==> src/memCtrlPkg.sv <==
`default_nettype none

package memCtrlPkg;

    localparam int ADDR_WIDTH     = 32;
    localparam int WORD_WIDTH     = 32;
    localparam int BYTE_WIDTH     = 8;
    localparam int BYTES_PER_WORD = 4;

    // index of a byte within a word
    localparam int LANE_WIDTH = $clog2(BYTES_PER_WORD);

    typedef logic [ADDR_WIDTH-1:0] addr_t;
    typedef logic [WORD_WIDTH-1:0] word_t;
    typedef logic [BYTE_WIDTH-1:0] byte_t;
    typedef logic [LANE_WIDTH-1:0] lane_t;

    // data access size, 1, 2 or 4 bytes
    typedef enum logic [1:0] {
        SIZE_BYTE = 2'd0,
        SIZE_HALF = 2'd1,
        SIZE_WORD = 2'd2
    } accessSize_t;

    // one per issued byte, sequencer to assembler
    typedef struct packed {
        logic valid;
        logic isFetch;
        logic isStore;
        logic last;
    } memBeat_t;

    // ram side of the sequencer
    typedef struct packed {
        logic  write;
        addr_t addr;
        byte_t data;
    } memBusOut_t;

endpackage

`default_nettype wire

==> src/memByteSequencer.sv <==
`default_nettype none

module memByteSequencer (
    input  logic                    clk,
    input  logic                    rst,
    input  logic                    i_rdy,
    input  logic                    i_ioBufferFull,

    input  logic                    i_fetchEn,
    input  memCtrlPkg::addr_t       i_fetchAddr,

    input  logic                    i_dcEn,
    input  logic                    i_dcStore,
    input  memCtrlPkg::accessSize_t i_dcSize,
    input  memCtrlPkg::addr_t       i_dcAddr,
    input  memCtrlPkg::word_t       i_dcData,

    output memCtrlPkg::memBusOut_t  o_bus,
    output memCtrlPkg::memBeat_t    o_beat
);

    typedef enum logic [1:0] {
        ST_IDLE  = 2'd0,
        ST_ISSUE = 2'd1,
        ST_DRAIN = 2'd2
    } state_t;

    state_t state;

    logic stall;
    logic accept;
    logic issue;
    logic lastByte;

    memCtrlPkg::addr_t baseAddr;
    memCtrlPkg::word_t storeWord;
    memCtrlPkg::lane_t byteIdx;
    memCtrlPkg::lane_t lastIdx;
    logic              isFetchQ;
    logic              isStoreQ;

    // index of the final byte for a data access
    function automatic memCtrlPkg::lane_t sizeToLastIdx(input memCtrlPkg::accessSize_t size);
        memCtrlPkg::lane_t idx;
        case (size)
            memCtrlPkg::SIZE_BYTE: idx = memCtrlPkg::lane_t'(0);
            memCtrlPkg::SIZE_HALF: idx = memCtrlPkg::lane_t'(1);
            default:               idx = memCtrlPkg::lane_t'(memCtrlPkg::BYTES_PER_WORD - 1);
        endcase
        return idx;
    endfunction

    // either stall source freezes byte issue
    assign stall = !i_rdy || i_ioBufferFull;

    assign accept   = (state == ST_IDLE) && !stall && (i_dcEn || i_fetchEn);
    assign issue    = (state == ST_ISSUE) && !stall;
    assign lastByte = (byteIdx == lastIdx);

    always_ff @(posedge clk) begin
        if (rst) begin
            state    <= ST_IDLE;
            byteIdx  <= '0;
            lastIdx  <= '0;
            baseAddr <= '0;
            isFetchQ <= 1'b0;
            isStoreQ <= 1'b0;
        end else begin
            case (state)
                ST_IDLE: begin
                    if (accept) begin
                        state   <= ST_ISSUE;
                        byteIdx <= '0;
                        // data port wins over fetch
                        if (i_dcEn) begin
                            baseAddr <= i_dcAddr;
                            isFetchQ <= 1'b0;
                            isStoreQ <= i_dcStore;
                            lastIdx  <= sizeToLastIdx(i_dcSize);
                        end else begin
                            baseAddr <= i_fetchAddr;
                            isFetchQ <= 1'b1;
                            isStoreQ <= 1'b0;
                            lastIdx  <= memCtrlPkg::lane_t'(memCtrlPkg::BYTES_PER_WORD - 1);
                        end
                    end
                end
                ST_ISSUE: begin
                    if (issue) begin
                        if (lastByte) begin
                            state <= ST_DRAIN;
                        end else begin
                            byteIdx <= byteIdx + memCtrlPkg::lane_t'(1);
                        end
                    end
                end
                ST_DRAIN: begin
                    // assembler reports done in this cycle
                    state <= ST_IDLE;
                end
                default: begin
                    state <= ST_IDLE;
                end
            endcase
        end
    end

    // write data, low byte goes out first
    always_ff @(posedge clk) begin
        if (accept) begin
            storeWord <= i_dcEn ? i_dcData : '0;
        end else if (issue) begin
            storeWord <= storeWord >> memCtrlPkg::BYTE_WIDTH;
        end
    end

    always_comb begin
        // address holds during a stall since byteIdx only moves on issue
        o_bus.write = issue && isStoreQ;
        o_bus.addr  = baseAddr + memCtrlPkg::addr_t'(byteIdx);
        o_bus.data  = storeWord[memCtrlPkg::BYTE_WIDTH-1:0];

        o_beat.valid   = issue;
        o_beat.isFetch = isFetchQ;
        o_beat.isStore = isStoreQ;
        o_beat.last    = lastByte;
    end

endmodule

`default_nettype wire

==> src/memCtrl.sv <==
`default_nettype none

module memCtrl (
    input  logic                    clk,
    input  logic                    rst,
    input  logic                    i_rdy,
    input  logic                    i_ioBufferFull,

    // ram
    input  memCtrlPkg::byte_t       i_memData,
    output logic                    o_memWrite,
    output memCtrlPkg::addr_t       o_memAddr,
    output memCtrlPkg::byte_t       o_memData,

    // instruction fetch
    input  logic                    i_fetchEn,
    input  memCtrlPkg::addr_t       i_fetchAddr,
    output logic                    o_fetchDone,
    output memCtrlPkg::word_t       o_fetchInst,

    // data port
    input  logic                    i_dcEn,
    input  logic                    i_dcStore,
    input  memCtrlPkg::accessSize_t i_dcSize,
    input  memCtrlPkg::addr_t       i_dcAddr,
    input  memCtrlPkg::word_t       i_dcData,
    output logic                    o_dcDone,
    output memCtrlPkg::word_t       o_dcData
);

    memCtrlPkg::memBusOut_t memBus;
    memCtrlPkg::memBeat_t   beat;

    memByteSequencer sequencer (
        .clk            (clk),
        .rst            (rst),
        .i_rdy          (i_rdy),
        .i_ioBufferFull (i_ioBufferFull),
        .i_fetchEn      (i_fetchEn),
        .i_fetchAddr    (i_fetchAddr),
        .i_dcEn         (i_dcEn),
        .i_dcStore      (i_dcStore),
        .i_dcSize       (i_dcSize),
        .i_dcAddr       (i_dcAddr),
        .i_dcData       (i_dcData),
        .o_bus          (memBus),
        .o_beat         (beat)
    );

    memWordAssembler assembler (
        .clk         (clk),
        .rst         (rst),
        .i_beat      (beat),
        .i_memData   (i_memData),
        .o_fetchDone (o_fetchDone),
        .o_fetchInst (o_fetchInst),
        .o_dcDone    (o_dcDone),
        .o_dcData    (o_dcData)
    );

    // ram port unpack
    assign o_memWrite = memBus.write;
    assign o_memAddr  = memBus.addr;
    assign o_memData  = memBus.data;

endmodule

`default_nettype wire

==> src/memWordAssembler.sv <==
`default_nettype none

module memWordAssembler (
    input  logic                 clk,
    input  logic                 rst,

    input  memCtrlPkg::memBeat_t i_beat,
    input  memCtrlPkg::byte_t    i_memData,

    output logic                 o_fetchDone,
    output memCtrlPkg::word_t    o_fetchInst,
    output logic                 o_dcDone,
    output memCtrlPkg::word_t    o_dcData
);

    // beat delayed one cycle to meet the ram read data
    memCtrlPkg::memBeat_t beatQ;

    memCtrlPkg::lane_t laneIdx;
    memCtrlPkg::word_t wordQ;
    memCtrlPkg::word_t assembled;

    logic fetchEnd;
    logic dcEnd;

    // current byte merged into its lane
    always_comb begin
        assembled = wordQ;
        assembled[laneIdx*memCtrlPkg::BYTE_WIDTH +: memCtrlPkg::BYTE_WIDTH] = i_memData;
    end

    always_ff @(posedge clk) begin
        if (rst) begin
            beatQ   <= '0;
            laneIdx <= '0;
            wordQ   <= '0;
        end else begin
            beatQ <= i_beat;
            if (beatQ.valid) begin
                if (beatQ.last) begin
                    // clear for the next request, keeps short loads zero-extended
                    laneIdx <= '0;
                    wordQ   <= '0;
                end else begin
                    laneIdx <= laneIdx + memCtrlPkg::lane_t'(1);
                    if (!beatQ.isStore) begin
                        wordQ <= assembled;
                    end
                end
            end
        end
    end

    assign fetchEnd = beatQ.valid && beatQ.last && beatQ.isFetch;
    assign dcEnd    = beatQ.valid && beatQ.last && !beatQ.isFetch;

    assign o_fetchDone = fetchEnd;
    assign o_dcDone    = dcEnd;

    assign o_fetchInst = fetchEnd ? assembled : '0;

    // stores report done with zero data
    assign o_dcData = (dcEnd && !beatQ.isStore) ? assembled : '0;

endmodule

`default_nettype wire
==> config.mk <==
export PLATFORM = sky130hd
export DESIGN_NAME = memCtrl
export DESIGN_NICKNAME = d
export VERILOG_FILES = /design/src/memCtrlPkg.sv /design/src/memByteSequencer.sv /design/src/memCtrl.sv /design/src/memWordAssembler.sv
export SDC_FILE = /design/constraint.sdc
export NUM_CORES = 1
export LEC_CHECK = 0
export ABC_AREA = 0
export BUFFER_PORTS_ARGS = -buffer_cell sky130_fd_sc_hd__buf_2
export CORE_MARGIN = 1.5
export CORE_UTILIZATION = 45
export DETAILED_ROUTE_END_ITERATION = 8
export GPL_TIMING_DRIVEN = 0
export MAX_ROUTING_LAYER = met4
export PLACE_DENSITY = 0.74
export SLEW_MARGIN = 40
export SYNTH_ARGS = -nofsm -noshare
export SYNTH_HDL_FRONTEND = slang
export SYNTH_SLANG_ARGS = --single-unit
==> constraint.sdc <==
create_clock -name clk -period 5.8 [get_ports clk]
set_clock_uncertainty 0.1 [all_clocks]
set_input_delay 0.29 -clock clk [delete_from_list [all_inputs] [get_ports clk]]
set_output_delay 0.29 -clock clk [all_outputs]
set_load 0.02 [all_outputs]
==> flow_summary.yaml <==
sta:
  setup_tns_ns: 0
  period_share_pct: 53.7
  max-slew-margin-rel_pct: 52.3
  grt_setup_unrepaired: "false"
  setup_viol: 0
  max_clock_freq_mhz: 321
  fin_hold_ws_ns: 0.117
  final_hold_viol_count: 0
  worst_slew_pin_slew_ns: 0.716
  finalCriticalPeriod_ns: 3.11
  final_max_slew_viol_count: 0
routing:
  drt-total-wl_mm: 15.4
  detail_route.drc_violations: 0
  detailroute.via_count: 5548
  ant_nets: 0
  avgViaCountPerCell: 5.04
  drt_iter0_drc: 335
  drt-pass1-iter-count: 4
  detail_route.wl_per_cell_um: 14.0
worst_setup_path:
  launching_element_type_of_the_critical_path: "flop"
  critPathKind: "reg -> out"
  timing.critical_path.from: "sequencer.byteIdx[0]$_SDFFE_PP0P_"
  critPathRequiredTime_ns: 5.41
  cp.arrival_ns: 2.72
  worstPathMaxFanout: 10
  worstSetupEndpointType: "primary output"
  timing.rr.start: "assembler.laneIdx[0]$_SDFFE_PP0P_"
logic_synthesis:
  main_combinational_cell_family_by_area_after_synthesis: "simple AND/OR/NAND/NOR gates"
  fraction_of_synthesized_area_in_multiplexers_pct: 5.74
  postSynth.asyncResetShare_pct: 0
  syn_inst: 694
  syn-num-nets: 815
  synth_top_cell_by_area: "sky130_fd_sc_hd__dfxtp_1"
  synth_top_area_share_pct: 26.4
  post_synth_instance_area_mm2: 0.00592
  post_synth_and_or_nand_nor_area_fraction_pct: 26.8
  yosysSeqAreaShare_pct: 42.6
  yosysUniqueCellTypes: 41
  yosysWarningCount: 0
  synth-compound-area-share_pct: 12.8
  synth-xor-area-share_pct: 4.73
  synth_adder_area_share_pct: 1.82
  post_synth.cell_area_avg_um2: 8.54
  synthFlopType: "sky130_fd_sc_hd__dfxtp_1"
  synth_seq_cells: 110
  synth_enable_flop_cells: 32
  netlist_top_cells_area: "sky130_fd_sc_hd__dfxtp_1, sky130_fd_sc_hd__edfxtp_1, sky130_fd_sc_hd__nor2_1, sky130_fd_sc_hd__mux2i_1, sky130_fd_sc_hd__a2bb2oi_1"
clocking:
  post_cts_resized: 0
  clockRootBuffer: "sky130_fd_sc_hd__clkbuf_16"
  tritoncts: "done"
  htree_num_levels: 3
  post-cts-setup-buffer-count: 0
  clk_path_buf_depth: 2
  cts_hold_buf: 0
  clk_transition_reported_paths_ns: 0.07
  tritoncts.num_buffers: 9
  cts_sinks: 110
  worst_skew_pair.late_latency_ns: 0.34
hold_path:
  hold_path_startpoint: "i_dcSize[0]"
  hold_path_class: "in -> reg"
floorplanning:
  die_height_um: 118
  floorplan.core_area_mm2: 0.0127
  initial_utilization_pct: 46.6
  boundaryPins: 220
  fp.dieArea_mm2: 0.0139
  placement_rows: 41
  die_w_um: 118
placement:
  place_congestion: 0.832
  port_buffers: 217
  place_inst: 1084
  place_hpwl_mm: 11.8
  detailed_place.area_mm2: 0.00726
cells_and_area:
  utilization_after_layout_pct: 59.5
  net_count_of_the_finished_layout: 1044
  post_route_cells_drive_above_1_share_pct: 28.7
  postLayoutCellArea_mm2: 0.00757
  syn_to_final_growth_pct: 27.8
  stdcell_count: 1101
pwr:
  power.combinational.fraction_pct: 13.1
  total_leakage_power_nw: 3.47
  swShare_pct: 24.6
  vdd_drop_max_mv: 0.155
  sequentialPowerShare_pct: 49.1
  power.switching_mw: 0.422
  p_int_mw: 1.30
  power.clock.fraction_pct: 37.8
  power.density_mw_per_mm2: 227
global_route:
  vias_in_the_first_global_route: 5186
  global_route_usage_sum_pct: 23.1
  grt_first_pass_wirelength_mm: 25.3
  antenna_found_initial: 1
  grt.overflow.total: 0
  maximum_number_of_pins_on_one_net_before_global_route_repair: 21
outcome:
  run_status: "completed"
run:
  maxCapViolCount: 0
sequential cells by signal, summed over array words and instances (netlist names):
signal,count
assembler.wordQ,32
assembler.laneIdx,2
sequencer.storeWord,32
sequencer.lastIdx,2
sequencer.byteIdx,2
assembler.beatQ,4
sequencer.baseAddr,32
sequencer.isFetchQ,1
sequencer.state,2
sequencer.isStoreQ,1
metrics by stage:
step,worst slack (ns),total power [mW]
detailed placement,3.06,1.09
CTS,2.67,1.73
global placement,2.60,1.08
global route,2.47,1.79
floorplan,3.18,0.994
finish,2.69,1.72
routing by layer:
layer,global-route usage [%],part of all wire (%),vias up
met2,38.5,47,178
met3,4.07,5.9,21
met1,28.7,45,2499
met5,-,0,-
li1,-,-,2850
met4,6.94,1.7,0
critical path, stage by stage, from the launching register on:
cell	delay, ns
sky130_fd_sc_hd__dfxtp_1	0.45
sky130_fd_sc_hd__ha_1	0.22
sky130_fd_sc_hd__inv_1	0.06
sky130_fd_sc_hd__fa_1	0.45
sky130_fd_sc_hd__nor4b_4	0.61
sky130_fd_sc_hd__nand4_1	0.20
sky130_fd_sc_hd__xnor2_1	0.21
sky130_fd_sc_hd__buf_2	0.19
logic make-up (layout without fill, tap and decap cells):
family | count (synthesis) | in the layout
AO/OA/AOI/OAI | 106 | 106
XOR/XNOR | 32 | 32
adder cells (fa/ha/maj) | 8 | 8
buffers and inverters | 71 | 305
flip-flops | 110 | 110
multiplexers | 34 | 34
other | 0 | 1
AND/OR/NAND/NOR | 333 | 333
power by group through the flow:
| stage | combinational (mW) | clock [mW] | sequential (mW) |
|---|---|---|---|
| after floorplan | 0.138 | 0 | 0.856 |
| after global placement | 0.222 | 0 | 0.861 |
| after detailed placement | 0.227 | 0 | 0.861 |
| after CTS | 0.228 | 0.658 | 0.844 |
| after global routing | 0.249 | 0.693 | 0.848 |
| final | 0.226 | 0.650 | 0.844 |
cell usage after synthesis (10+ instances only):
| cell type | n |
|---|---|
| sky130_fd_sc_hd__a211oi_1 | 33 |
| sky130_fd_sc_hd__a21oi_1 | 30 |
| sky130_fd_sc_hd__a2bb2oi_1 | 32 |
| sky130_fd_sc_hd__and3_1 | 16 |
| sky130_fd_sc_hd__buf_2 | 18 |
| sky130_fd_sc_hd__buf_4 | 11 |
| sky130_fd_sc_hd__clkbuf_1 | 31 |
| sky130_fd_sc_hd__dfxtp_1 | 78 |
| sky130_fd_sc_hd__edfxtp_1 | 32 |
| sky130_fd_sc_hd__inv_1 | 10 |
| sky130_fd_sc_hd__mux2i_1 | 34 |
| sky130_fd_sc_hd__nand2_1 | 61 |
| sky130_fd_sc_hd__nand3_1 | 37 |
| sky130_fd_sc_hd__nor2_1 | 147 |
| sky130_fd_sc_hd__nor2b_1 | 36 |
| sky130_fd_sc_hd__xnor2_1 | 27 |
layout by cell type, fill, tap and decap left out, drive strengths merged, types with 7 or more instances in the layout:
cell / instances
buf: 248
nor2: 147
dfxtp: 78
nand2: 61
clkbuf: 43
nand3: 37
nor2b: 36
mux2i: 34
a211oi: 33
a2bb2oi: 32
edfxtp: 32
a21oi: 30
xnor2: 27
and3: 16
inv: 10
nand4: 10
a31oi: 8
ha: 7
area by class of cell:
type / instances / area (µm²)
Inverter: 10 / 37.5
Clock inverter: 4 / 72.6
Buffer: 61 / 293
Tap cell: 172 / 215
Timing Repair Buffer: 218 / 1110
Fill cell: 1215 / 5150
Antenna cell: 1 / 2.50
Clock buffer: 12 / 236
Multi-Input combinational cell: 513 / 3080
Sequential cell: 110 / 2520
worst paths after layout:
check	end	slack [ns]	depth (start not counted)
worst max-delay path	o_memAddr[24]	2.69	7
worst max register to register	assembler.wordQ[24]$_SDFFE_PP0P_	3.57	7
worst min-delay path	sequencer.lastIdx[0]$_SDFFE_PP0P_	0.12	3
worst min register to register	sequencer.isStoreQ$_SDFFE_PP0P_	0.36	2
Note: power is estimated with default switching activity, not from simulation.
